--- config.mk ---
export PLATFORM = sky130hd
export DESIGN_NAME = fnd_periph
export DESIGN_NICKNAME = d
export VERILOG_FILES = /design/src/common/fnd_pkg.sv /design/src/fnd_apb/fnd_apb_regs.sv /design/src/fnd_bcd/bcd_converter.sv /design/src/verilog/scan_timer.sv /design/src/verilog/digit_scan_fsm.sv /design/src/verilog/seg_encoder.sv /design/src/verilog/fnd_periph.sv
export SDC_FILE = /design/constraint.sdc
export NUM_CORES = 1
export LEC_CHECK = 0
export BUFFER_PORTS_ARGS = -buffer_cell sky130_fd_sc_hd__buf_2
export CAP_MARGIN = 20
export CELL_PAD_IN_SITES_DETAIL_PLACEMENT = 2
export CELL_PAD_IN_SITES_GLOBAL_PLACEMENT = 2
export CORE_UTILIZATION = 39
export DETAILED_ROUTE_END_ITERATION = 6
export GPL_ROUTABILITY_DRIVEN = 1
export PLACE_DENSITY = 0.9
export SKIP_CTS_REPAIR_TIMING = 1
export SYNTH_ARGS = -nofsm -noshare
export SYNTH_HDL_FRONTEND = slang
export SYNTH_SLANG_ARGS = --single-unit
export TNS_END_PERCENT = 20
--- constraint.sdc ---
create_clock -name clk -period 6.9 [get_ports clk]
set_clock_uncertainty 0.15 [all_clocks]
set_input_delay 0.69 -clock clk [delete_from_list [all_inputs] [get_ports clk]]
set_output_delay 0.69 -clock clk [all_outputs]
set_load 0.05 [all_outputs]
--- src/common/fnd_pkg.sv ---
package fnd_pkg;

    // display positions, digit 0 is the rightmost
    localparam int NUM_DIGITS = 4;

    // word offsets, taken from paddr[3:2]
    localparam logic [1:0] REG_CTRL   = 2'd0;
    localparam logic [1:0] REG_VALUE  = 2'd1;
    localparam logic [1:0] REG_DP     = 2'd2;
    localparam logic [1:0] REG_STATUS = 2'd3; // read only, busy in bit 0

    // anything larger shows as this
    localparam logic [13:0] MAX_DISPLAY = 14'd9999;

    // register contents going to the display path
    typedef struct packed {
        logic        enable;
        logic [13:0] value;
        logic [3:0]  dp_mask;   // bit i lights the point of digit i
    } fnd_cfg_t;

    // converter result, d0 is the ones digit
    typedef struct packed {
        logic [3:0] d3;
        logic [3:0] d2;
        logic [3:0] d1;
        logic [3:0] d0;
    } bcd_digits_t;

endpackage

--- src/fnd_apb/fnd_apb_regs.sv ---
module fnd_apb_regs import fnd_pkg::*; (
    input  logic        clk,
    input  logic        reset,
    input  logic [3:0]  paddr,
    input  logic        psel,
    input  logic        penable,
    input  logic        pwrite,
    input  logic [31:0] pwdata,
    input  logic        busy,
    output logic [31:0] prdata,
    output logic        pready,
    output fnd_cfg_t    cfg,
    output logic        value_wr
);

    logic        access;    // first access-phase cycle, before pready
    logic [1:0]  reg_sel;
    logic [31:0] rd_data;

    assign reg_sel = paddr[3:2];
    assign access  = psel && penable && !pready;

    // readback, zero-extended
    always_comb begin
        case (reg_sel)
            REG_CTRL:   rd_data = {31'd0, cfg.enable};
            REG_VALUE:  rd_data = {18'd0, cfg.value};
            REG_DP:     rd_data = {28'd0, cfg.dp_mask};
            REG_STATUS: rd_data = {31'd0, busy};
            default:    rd_data = 32'd0;
        endcase
    end

    always_ff @(posedge clk or posedge reset) begin
        if (reset) begin
            pready   <= 1'b0;
            prdata   <= 32'd0;
            value_wr <= 1'b0;
            cfg      <= '0;
        end else begin
            pready   <= access; // one wait state
            prdata   <= 32'd0;
            value_wr <= 1'b0;
            if (access && !pwrite) begin
                prdata <= rd_data;
            end
            if (access && pwrite) begin
                case (reg_sel)
                    REG_CTRL:  cfg.enable  <= pwdata[0];
                    REG_VALUE: begin
                        cfg.value <= pwdata[13:0];
                        value_wr  <= 1'b1;
                    end
                    REG_DP:    cfg.dp_mask <= pwdata[3:0];
                    default:   ; // status ignores writes
                endcase
            end
        end
    end

    // master holds the access phase through pready, so only one pulse per transfer
    a_pready_single: assert property (
        @(posedge clk) disable iff (reset) pready |=> !pready
    );

    // read data is only valid with pready
    a_prdata_idle_zero: assert property (
        @(posedge clk) disable iff (reset) !pready |-> (prdata == 32'd0)
    );

endmodule

--- src/fnd_bcd/bcd_converter.sv ---
module bcd_converter import fnd_pkg::*; (
    input  logic        clk,
    input  logic        reset,
    input  logic        value_wr,
    input  logic [13:0] value,
    output bcd_digits_t digits,
    output logic        busy
);

    localparam int BIN_W  = 14;
    localparam int BCD_W  = 4 * NUM_DIGITS;
    localparam int STEPS  = BIN_W;

    logic [BCD_W+BIN_W-1:0] sr;         // {bcd, remaining binary}
    logic [BCD_W+BIN_W-1:0] sr_next;
    logic [3:0]             step_cnt;
    logic [13:0]            clamped;

    assign clamped = (value > MAX_DISPLAY) ? MAX_DISPLAY : value;

    // one shift-and-add-3 step
    always_comb begin
        sr_next = sr;
        for (int i = 0; i < NUM_DIGITS; i++) begin
            if (sr_next[BIN_W + 4*i +: 4] >= 4'd5) begin
                sr_next[BIN_W + 4*i +: 4] = sr_next[BIN_W + 4*i +: 4] + 4'd3;
            end
        end
        sr_next = sr_next << 1;
    end

    always_ff @(posedge clk or posedge reset) begin
        if (reset) begin
            busy     <= 1'b0;
            step_cnt <= 4'd0;
            sr       <= '0;
            digits   <= '0;
        end else if (value_wr) begin
            // new value restarts any conversion in flight
            busy     <= 1'b1;
            step_cnt <= 4'd0;
            sr       <= {{BCD_W{1'b0}}, clamped};
        end else if (busy) begin
            sr       <= sr_next;
            step_cnt <= step_cnt + 4'd1;
            if (step_cnt == 4'(STEPS - 1)) begin
                busy   <= 1'b0;
                digits <= bcd_digits_t'(sr_next[BIN_W +: BCD_W]); // last step
            end
        end
    end

    // clamp plus add-3 keeps every published nibble decimal
    a_digits_decimal: assert property (
        @(posedge clk) disable iff (reset)
        $fell(busy) |-> (digits.d0 <= 4'd9 && digits.d1 <= 4'd9 &&
                         digits.d2 <= 4'd9 && digits.d3 <= 4'd9)
    );

endmodule

--- src/verilog/scan_timer.sv ---
module scan_timer #(
    parameter int TICK_DIV = 50000
) (
    input  logic clk,
    input  logic reset,
    output logic tick
);

    localparam int CNT_W = (TICK_DIV > 1) ? $clog2(TICK_DIV) : 1;

    logic [CNT_W-1:0] count;

    assign tick = (count == '0); // reload cycle

    always_ff @(posedge clk or posedge reset) begin
        if (reset) begin
            count <= CNT_W'(TICK_DIV - 1);
        end else if (count == '0) begin
            count <= CNT_W'(TICK_DIV - 1);
        end else begin
            count <= count - 1'b1;
        end
    end

endmodule

--- src/verilog/digit_scan_fsm.sv ---
module digit_scan_fsm import fnd_pkg::*; (
    input  logic       clk,
    input  logic       reset,
    input  logic       tick,
    input  logic       enable,
    output logic [1:0] digit_sel,
    output logic [3:0] fnd_comm
);

    typedef enum logic {
        BLANK,
        SCAN
    } scan_state_t;

    scan_state_t state;
    logic [1:0]  sel_next;

    // wrap after the last position
    assign sel_next = (digit_sel == 2'(NUM_DIGITS - 1)) ? 2'd0 : digit_sel + 2'd1;

    always_ff @(posedge clk or posedge reset) begin
        if (reset) begin
            state     <= BLANK;
            digit_sel <= 2'd0;
            fnd_comm  <= 4'hf;
        end else begin
            case (state)
                BLANK: begin
                    digit_sel <= 2'd0;
                    fnd_comm  <= 4'hf;
                    if (enable && tick) begin
                        state    <= SCAN;
                        fnd_comm <= 4'b1110; // start at digit 0
                    end
                end
                SCAN: begin
                    if (!enable) begin
                        state     <= BLANK;
                        digit_sel <= 2'd0;
                        fnd_comm  <= 4'hf;
                    end else if (tick) begin
                        digit_sel <= sel_next;
                        fnd_comm  <= ~(4'b0001 << sel_next); // active low
                    end
                end
                default: state <= BLANK;
            endcase
        end
    end

    // never two digits lit at once
    a_comm_one_cold: assert property (
        @(posedge clk) disable iff (reset)
        (fnd_comm == 4'hf) || $onehot(~fnd_comm)
    );

endmodule

--- src/verilog/seg_encoder.sv ---
module seg_encoder import fnd_pkg::*; (
    input  logic [1:0]  digit_sel,
    input  bcd_digits_t digits,
    input  logic [3:0]  dp_mask,
    output logic [7:0]  fnd_font
);

    logic [NUM_DIGITS-1:0][3:0] digit_arr;
    logic [3:0]                 bcd;
    logic [6:0]                 seg;   // active low, a in bit 0

    assign digit_arr = digits;   // d0 lands at index 0
    assign bcd       = digit_arr[digit_sel];

    always_comb begin
        case (bcd)
            4'd0:    seg = 7'b1000000;
            4'd1:    seg = 7'b1111001;
            4'd2:    seg = 7'b0100100;
            4'd3:    seg = 7'b0110000;
            4'd4:    seg = 7'b0011001;
            4'd5:    seg = 7'b0010010;
            4'd6:    seg = 7'b0000010;
            4'd7:    seg = 7'b1111000;
            4'd8:    seg = 7'b0000000;
            4'd9:    seg = 7'b0010000;
            default: seg = 7'b1111111; // blank
        endcase
    end

    // point is active low as well
    assign fnd_font = {~dp_mask[digit_sel], seg};

endmodule

--- src/verilog/fnd_periph.sv ---
module fnd_periph import fnd_pkg::*; #(
    parameter int TICK_DIV = 50000
) (
    input  logic        clk,
    input  logic        reset,
    input  logic [3:0]  paddr,
    input  logic        psel,
    input  logic        penable,
    input  logic        pwrite,
    input  logic [31:0] pwdata,
    output logic [31:0] prdata,
    output logic        pready,
    output logic [3:0]  fnd_comm,
    output logic [7:0]  fnd_font
);

    fnd_cfg_t    cfg;
    bcd_digits_t digits;
    logic        value_wr;
    logic        busy;
    logic        tick;
    logic [1:0]  digit_sel;

    fnd_apb_regs u_regs (
        .clk      (clk),
        .reset    (reset),
        .paddr    (paddr),
        .psel     (psel),
        .penable  (penable),
        .pwrite   (pwrite),
        .pwdata   (pwdata),
        .busy     (busy),
        .prdata   (prdata),
        .pready   (pready),
        .cfg      (cfg),
        .value_wr (value_wr)
    );

    bcd_converter u_bcd (
        .clk      (clk),
        .reset    (reset),
        .value_wr (value_wr),
        .value    (cfg.value),
        .digits   (digits),
        .busy     (busy)
    );

    scan_timer #(
        .TICK_DIV (TICK_DIV)
    ) u_timer (
        .clk   (clk),
        .reset (reset),
        .tick  (tick)
    );

    digit_scan_fsm u_scan (
        .clk       (clk),
        .reset     (reset),
        .tick      (tick),
        .enable    (cfg.enable),
        .digit_sel (digit_sel),
        .fnd_comm  (fnd_comm)
    );

    seg_encoder u_enc (
        .digit_sel (digit_sel),
        .digits    (digits),
        .dp_mask   (cfg.dp_mask),
        .fnd_font  (fnd_font)
    );

endmodule

Yosys cells after proc, flatten, opt, wreduce, memory -nomap -nowiden
Memories as Yosys holds them, arrays and structs flattened.
Index checks and enable logic that the tools add are counted.
{"block": "word_totals", "romBits": 112, "wordCells": 88, "mem_count": 1, "regBits": 127}
{"block": "classes", "n_reduce_logical": 14, "eq_ne": 6, "order_cmp": 6, "shifts": 1, "bitwise_logic": 4, "mux": 32, "addsub": 7}
{"memory": "(name not given)", "depth": 16, "word_bits": 7, "rd": 1, "rd_clocked_by_memory_dff": 0, "write_ports": 0, "line": "seg_encoder.sv:16", "rtl": "case (bcd)"}
{"op": "32-bit case mux with 4 select lines", "n": 1}
{"op": "30-bit 2-to-1 mux", "n": 2}
{"op": "32-bit 2-to-1 mux", "n": 1}
{"op": "4-bit 2-to-1 mux", "n": 8}
{"op": "4-bit by 3-bit greater-or-equal comparator with 1-bit output (second input constant)", "n": 4}
{"op": "16-bit logical NOT", "n": 1}
{"op": "16-bit 2-to-1 mux", "n": 1}
{"op": "16-bit by 1-bit subtractor with 16-bit output (second input constant)", "n": 1}
{"op": "14-bit greater-than comparator (second input constant)", "n": 1}
{"op": "14-bit 2-to-1 mux", "n": 1}
{"op": "4-bit by 2-bit adder with 4-bit output (second input constant)", "n": 3}
{"op": "1-bit 2-to-1 mux", "n": 9}
{"op": "4-bit binary-select mux with 2-bit select", "n": 1}
{"op": "4-bit case mux with 2 select lines", "n": 1}
{"op": "2-bit equality test (second input constant)", "n": 3}
{"op": "2-bit 2-to-1 mux", "n": 3}
{"op": "2-bit AND reduction", "n": 3}
{"op": "1-bit logical AND", "n": 5}
{"op": "4-bit by 1-bit adder with 4-bit output (second input constant)", "n": 1}
{"op": "4-bit equality test (second input constant)", "n": 1}
{"op": "4-bit inverter", "n": 1}
{"op": "2-bit case mux with 2 select lines", "n": 1}
{"op": "1-bit by 2-bit left shift with 4-bit output (first input constant)", "n": 1}
{"op": "3-bit by 2-bit adder with 3-bit output (second input constant)", "n": 1}
{"op": "other kinds (12)", "n": 15}

Logic depth before layout (Yosys ltp)
Gate-level depths: netlist of the first run.
{"block": "depth", "ltp_word": 7, "ltp_mapped": 7}

Hierarchy
From an unflattened synthesis of the first run, not the netlist that was laid out.
{"block": "unflattened", "hier_cells": 556, "area_unflattened_um2": 5843.1}
{"mod": "bcd_converter", "area_each_um2": 2656.3, "cells_per_inst": 279, "n_inst": 1}
{"mod": "fnd_apb_regs", "area_each_um2": 1491.4, "cells_per_inst": 104, "n_inst": 1}
{"mod": "scan_timer", "area_each_um2": 920.9, "cells_per_inst": 95, "n_inst": 1}
{"mod": "seg_encoder", "area_each_um2": 396.6, "cells_per_inst": 41, "n_inst": 1}
{"mod": "digit_scan_fsm", "area_each_um2": 377.9, "cells_per_inst": 37, "n_inst": 1}

Worst setup path after synthesis of the first run
Ideal clock, no wire load.
{"block": "synth_path", "path_type": "reg-to-output", "from": "reg u_scan.digit_sel[0]", "to": "out fnd_font[1]", "arrival_ns": 2.762, "path_buffers": 1, "stages_incl_launch_ff": 7, "path_slack_ns": 3.298, "path_cell_list": "dfrtp_1 clkbuf_1 mux4_2 inv_1 ha_1 nor2_1 o21ai_0"}
{"block": "synth_between", "elab_chain_cells": 3}
{"element": "start: declaration", "line": "digit_scan_fsm.sv:6", "rtl": "output logic [1:0] digit_sel,"}
{"element": "start signal: assignment", "line": "digit_scan_fsm.sv:42", "rtl": "digit_sel <= sel_next;"}
{"element": "4-bit binary-select mux with 2-bit select", "line": "seg_encoder.sv:13", "rtl": "assign bcd = digit_arr[digit_sel];"}
{"element": "4-bit 2-to-1 mux (not written as such)", "line": "seg_encoder.sv:13"}
{"element": "memory read 16 x 7 bit"}
{"element": "end: declaration", "line": "fnd_periph.sv:14", "rtl": "output logic [7:0] fnd_font"}
Every way passes these cells. The select of a mux whose other input is x is not followed.

Worst setup path in the final report of the first run
{"block": "layout_path", "from": "reg u_scan.digit_sel[0]", "to": "out fnd_font[0]"}
Same word-level chain as after synthesis.

==> results of run 1 <==
cell families (layout without fill, tap and decap cells):
kind of cell,after synthesis,count (layout),share of synthesized area [%]
AO/OA/AOI/OAI,85,85,9.39
other,1,18,0.0698
flip-flops,109,109,51.1
AND/OR/NAND/NOR,140,140,13.3
buffers and inverters,65,95,6.04
XOR/XNOR,17,17,2.77
adder cells (fa/ha/maj),22,22,5.13
multiplexers,54,54,12.2
state kept, by name (all words and copies together), names as in the netlist:
register / cells
u_bcd.step_cnt: 4
u_timer.count: 16
u_bcd.digits: 16
u_regs.prdata: 14
u_bcd.sr: 30
u_scan.digit_sel: 2
u_scan.state: 1
u_regs.value_wr: 1
u_scan.fnd_comm: 4
u_regs.cfg: 19
u_regs.pready: 1
u_bcd.busy: 1
cells in the mapped netlist (6+ instances only):
| master | n |
|---|---|
| buf_4 | 18 |
| and2_1 | 6 |
| nand2_1 | 30 |
| nor3b_1 | 8 |
| o22a_1 | 7 |
| nor2_1 | 44 |
| mux2i_1 | 18 |
| mux2_2 | 30 |
| xnor2_1 | 10 |
| mux4_2 | 6 |
| xor2_1 | 7 |
| dfrtp_1 | 96 |
| nor3_1 | 9 |
| o21ai_0 | 23 |
| ha_1 | 22 |
| nand3_1 | 9 |
| dfstp_2 | 13 |
| inv_1 | 27 |
| clkbuf_1 | 13 |
| a21oi_1 | 32 |
| nand2b_1 | 9 |
critical path, cell delays in order, from the launching register on:
cell     delay [ns]
dfrtp_1        0.68
mux4_2         0.67
inv_1          0.18
ha_1           0.16
o21ai_0        0.12
a21oi_1        0.18
buf_2          0.28
stage by stage:
step	total power, µW	hold WS, ns
after floorplan	1580	0.285
after global placement	1720	0.295
after detailed placement	1820	0.302
after CTS	2430	0.246
after global routing	2540	0.259
final	2410	0.224
power groups by stage:
stage | registers (µW) | clock network, µW | logic, µW
after floorplan | 898 | 0 | 684
after global placement | 940 | 0 | 776
after detailed placement | 966 | 0 | 855
after CTS | 969 | 561 | 903
after global routing | 989 | 576 | 974
final | 968 | 549 | 892
area by class of cell:
class / count / area (µm²)
inverter: 27 / 104
timing repair buffer: 52 / 273
multi-input combinational: 336 / 2360
tap: 176 / 220
clock inverter: 6 / 67.6
clock buffer: 10 / 239
sequential: 109 / 2740
fill: 1380 / 7340
worst max path at each step:
stage	endpoint	slack, ns	depth (start not counted)
5_1_grt	fnd_font[3]	3.26	6
6_report	fnd_font[0]	3.41	6
4_1_cts	fnd_font[0]	3.37	6
3_5_place_dp	fnd_font[0]	3.78	6
2_1_floorplan	u_bcd.busy$_DFF_PP0_	3.21	1
3_3_place_gp	fnd_font[3]	3.86	5
layer usage:
metal / track usage, % / vias up
met5: 0 / -
met4: 8.91 / 0
met3: 4.74 / 32
met2: 40.9 / 89
met1: 25.8 / 2022
li1: - / 1731
==> metrics.txt, run 1 <==
sequential power share=40.2%; fmax=287 MHz; Total Routed Length=14.8 mm; Post-Syn Instances=approximately 500; Hold WC Path Type=input port to asynchronous set/reset pin; global-route wire length before repair=about 24 mm; routed vias=just under 4,000; setup ws final=3.41 ns; reg2reg end=u_bcd.digits[5]$_DFFE_PP0P_; post-route ant nets=0; detailed placer's ending HPWL=between 9 and 10 mm; reg2reg path depth=4; Root Driver=clkbuf_16; worst r2r src=u_bcd.busy$_DFF_PP0_; Crit. Startpoint=u_scan.digit_sel[0]$_DFFE_PP0P_; CP Launch Type=flop; Final nets=between 500 and 600; Placed Area=5710 µm²; Fin. Hold Viols=0; clock share of power=approximately 23%; Die ar.=around 14,000 µm²; Yosys top cell area share=between 40% and 50%; routed wl met2=7.87 mm; Post-Syn Area=5370 µm²; Die Wd=119 µm; fin crit period=~3.5 ns; final core utilization=45.0%; Sw Share=a little over 40%; post-synthesis sequential area ratio=approximately half; drt pass-1 iters=4; met1 wire length=between 6 and 7 mm; Vias/cell=around 5.4; vias in the first global route=4,443; DR iter-0 viols=about 170; CP endpoint kind=primary output; TritonCTS clock tree=yes; Worst-Margin Slew=0.868 ns; Clock Sinks=between 100 and 150; top_reg_cell synth=dfrtp_1; Starting Density=between 40% and 50%; Worst-path clk slew=0.08 ns; Worst-Skew Late Latency=about 0.36 ns; Placed Cells=700; commonest non-fill, non-tap cell in the layout=dfrtp_1; GP Congestion=~0.76; Crit Path Max Fanout=11; initial antenna violation count=0; synth top area cells=dfrtp_1, dfstp_2, mux2_2; syn_area_per_cell=around 11 µm²; layout cell share with drive strength beyond 1=between 20 and 25%; r2r setup slk=~4.4 ns; most frequent cells in the layout=dfrtp_1, buf_2, nor2_1, a21oi_1; arrival time at the worst endpoint=~2.7 ns; Yosys reg bits=around 110; global route overflow=0; CTS Buf Count=9; pwr dens=roughly 400 nW/µm²; Period Utilization, post-route=between 50% and 60%; diode count=0; Internal=around 1400 µW; H-Tree Depth=3; Syn. warnings=0; Yosys top cell by area=dfrtp_1; final setup TNS=0 ns; non-filler instance count after layout=around 720; DIE HEIGHT=approximately 120 µm; WL/cell=between 20 and 25 µm; status=complete, no violations; Leak=between 0.002 and 0.003 µW; P_sw=988 µW; endpoints failing setup=0; CORE AREA=around 13,000 µm²; Post-synth ARST share=between 90% and 100%; Slew Viols, Final=0; DRC=0; Post-synth EDFFs=0; classification of the worst setup path=flop to primary output; row cnt=42; PortBufs=47; Worst EP required=about 6.1 ns; Area Overhead vs Synth=12.0%; Worst slew margin=42.2%; post-synthesis cell type count=47; RSZ-0062 raised after global routing=false; Comb pwr share=between 30% and 40%; Top Ports=86; GRT Total Usage=22.6%; peak supply drop=between 0.00015 and 0.0002 V; Placement Setup Slack=around 3.8 ns; largest net degree at the start of global routing=67; DR top layer=met4; clock tree buffer depth=2; met3 wire len=about 460 µm; Design Area, Final=between 6000 and 7000 µm²; Max-Cap Viols=0
(Power assumes the default switching activity.)
==> run 2: changes to the inputs <==
--- a/config.mk
+++ b/config.mk
@@ -5,14 +5,15 @@
 export SDC_FILE = /design/constraint.sdc
 export NUM_CORES = 1
 export LEC_CHECK = 0
+export ABC_AREA = 1
 export BUFFER_PORTS_ARGS = -buffer_cell sky130_fd_sc_hd__buf_2
 export CAP_MARGIN = 20
 export CELL_PAD_IN_SITES_DETAIL_PLACEMENT = 2
 export CELL_PAD_IN_SITES_GLOBAL_PLACEMENT = 2
-export CORE_UTILIZATION = 39
+export CORE_UTILIZATION = 33
 export DETAILED_ROUTE_END_ITERATION = 6
 export GPL_ROUTABILITY_DRIVEN = 1
-export PLACE_DENSITY = 0.9
+export PLACE_DENSITY = 0.85
 export SKIP_CTS_REPAIR_TIMING = 1
 export SYNTH_ARGS = -nofsm -noshare
 export SYNTH_HDL_FRONTEND = slang
==> constraint.sdc (replaced) <==
create_clock -name clk -period 3.5 [get_ports clk]
set_clock_uncertainty 0.15 [all_clocks]
set_input_delay 0.35 -clock clk [delete_from_list [all_inputs] [get_ports clk]]
set_output_delay 0.35 -clock clk [all_outputs]
set_load 0.05 [all_outputs]
==> run 2 against run 1 <==
Final cell count grew 35%. Critical endpoint is now fnd_font[5]. Sequential share of layout area shrank 2.0 points. Sequential power grew 80%. Sequential cell count is the same. Register-to-register slack lost 3.0 ns. Die area grew 22%. Core utilization shrank 7.0 points. First-iteration DRC count is the same. Critical path depth grew 4. Power grew 85%. Hold slack lost 0.18 ns.
==> metrics.txt, run 2 <==
fmax=between 300 and 400 MHz; Placement Setup Slack=between 0.9 and 1 ns; Final nets=roughly 800; DIE HEIGHT=~130 µm; r2r setup slk=~1.4 ns; CP Cell Sequence=inv_1 -> nand3_1 -> nand2_1 -> inv_1 -> ha_1 -> o21ai_0 -> inv_1 -> nand2_1 -> nand2_1 -> buf_2; Leak=roughly 0.0033 µW; drt pass-1 iters=4; post-synthesis cell type count=33; clock share of power=a little under a quarter; clock tree buffer depth=2; Post-synth EDFFs=0; Top Ports=86; Worst-Skew Late Latency=between 0.3 and 0.4 ns; slowest CP cell=dfrtp_1; post-route ant nets=0; Post-Syn Area=~5600 µm²; number of flip-flops in the largest register=30; global route overflow=0; CP Launch Type=flop; Clock Sinks=109; arrival time at the worst endpoint=about 2.4 ns; most common cell in the netlist=nand2_1; GRT Total Usage=approximately a fifth; slowest stage delay, CP=roughly 0.51 ns; final setup TNS=0 ns; synth top area cells=dfrtp_1, nand2_1, dfstp_2; Total Routed Length=approximately 16 mm; GP Congestion=just under 0.8; CORE AREA=about 17,000 µm²; Die ar.=approximately 17,000 µm²; DR iter-0 viols=174; setup ws final=~0.6 ns; top flop regs=u_bcd.sr (30), u_regs.cfg (19); GR met1 Demand/Resource=23.0%; final hold slack=roughly 0.048 ns; Worst-Margin Slew=around 0.61 ns; Worst slew margin=59.1%; P_sw=slightly below 2000 µW; Worst EP required=3.00 ns; layout cell share with drive strength beyond 1=13.2%; Die Wd=132 µm; Period Utilization, post-route=~83%; Commonest cells post-synth=nand2_1, dfrtp_1, inv_1, nor2_1, o21ai_0; diode count=0; Yosys top cell by area=dfrtp_1; routing usage on met3=3.38%; WL/cell=roughly 16 µm; Slew Viols, Final=0; Sw Share=a little over two fifths; grt peak-use layer=met2; peak supply drop=0.000470 V; pwr dens=slightly above 700 nW/µm²; family with the most delay on the worst path=buffers and inverters; vias in the first global route=approximately 5,300; Post-synth ARST share=100%; detailed placer's ending HPWL=roughly 11 mm; Syn. warnings=0; Internal=about 2500 µW; endpoints failing setup=0; CP endpoint kind=primary output; final-layout fill cell count=1,925; post-synthesis sequential area ratio=around half; syn_area_per_cell=8.07 µm²; RSZ-0062 raised after global routing=false; multi-input logic area=2310 µm²; classification of the worst setup path=flop to primary output; Vias/cell=4.85; Worst-path clk slew=0.08 ns; Fin. Hold Viols=0; global-route wire length before repair=between 20 and 30 mm; Register Area=about 2700 µm²; Yosys top cell area share=~43%; Max-Cap Viols=0; Yosys reg bits=roughly 110; Starting Density=between 30% and 40%; Crit Path Max Fanout=10; Hold WC Path Type=input port to flop; commonest non-fill, non-tap cell in the layout=nand2_1; top_reg_cell synth=dfrtp_1; Top reg by flops=u_bcd.sr; H-Tree Depth=3; CTS Buf Count=9; Post-Syn Instances=689; Area Overhead vs Synth=13.2%; largest net degree at the start of global routing=83; sequential power share=about two fifths; row cnt=47; most frequent cells in the layout=nand2_1, dfrtp_1, inv_1, nor2_1, o21ai_0; DRC=0; met2 usage=approximately a third; initial antenna violation count=2; TritonCTS clock tree=yes; routed vias=4,675; status=complete, no violations; Root Driver=clkbuf_16; PortBufs=47; CP bufs+invs=4; fin crit period=about 2.9 ns; Comb pwr share=roughly 38%
[run 2: cell count changes after synthesis, sizes merged, moves of 10 or more]
cell	previous run	this run
mux2	30	0
a21oi	32	12
mux2i	18	0
nor2	44	55
inv	27	89
xnor2	10	0
nand3	9	50
nand2	30	206
o21ai	23	60
[run 2: path summary, 6_finish.rpt]
| kind | from | end | cells after the start |
|---|---|---|---|
| max | u_scan.digit_sel[1]$_DFFE_PP0P_ | fnd_font[5] | 10 |
| min | pwdata[7] | u_regs.cfg[11]$_DFFE_PP0P_ | 3 |
| max reg2reg | u_timer.count[0]$_DFF_PP1_ | u_scan.digit_sel[0]$_DFFE_PP0P_ | 8 |
| min reg2reg | u_timer.count[0]$_DFF_PP1_ | u_timer.count[0]$_DFF_PP1_ | 1 |
| max in group asynchronous | reset | u_scan.fnd_comm[1]$_DFFE_PP1P_ | 5 |
| min in group asynchronous | reset | u_regs.prdata[9]$_DFF_PP0_ | 3 |
[run 2: layout make-up]
type                    count  area share (%)
clock inverters             5           0.656
repair buffers             56            5.17
inverters                  90            5.45
multi-input cells         473            36.7
clock buffers              11            4.02
well taps                 220            4.37
flip-flops and latches    109            43.6
[run 2: tightest hold or removal path, stage by stage]
cell,delay [ns]
buf_2,0.08
nand2_1,0.04
o21ai_0,0.06
[run 2: logic make-up (layout without fill, tap and decap cells)]
family	count (synthesis)	after routing	synth area share, %
flops	109	109	49.3
other cells	1	18	0.0674
simple gates	330	330	24.5
fa+ha+maj	22	22	4.95
compound gates	96	96	9.81
buf+inv	124	162	10.2
xor+xnor	7	7	1.10
[run 2: per-stage QoR]
stage	power, µW	instance area (µm²)	util (%)	std cells
2_1_floorplan	2960	5620	-	706
3_3_place_gp	3290	5960	36.1	946
3_5_place_dp	3430	5960	36.1	946
4_1_cts	4520	6260	37.9	962
5_1_grt	4760	6290	38.1	964
6_report	4450	6290	38.1	964
[run 2: power groups by stage]
stage	Clock (µW)	Combinational (µW)	Sequential (µW)
2_1_floorplan	0	1250	1700
3_3_place_gp	0	1560	1730
3_5_place_dp	0	1670	1760
4_1_cts	1070	1710	1740
5_1_grt	1110	1880	1770
6_report	1030	1680	1740
[run 2: metal layers]
metal,up-vias,part of all wire [%]
met2,66,52
met3,20,3.0
met4,4,1.7
met1,2340,43
li1,2245,-
met5,-,0.13
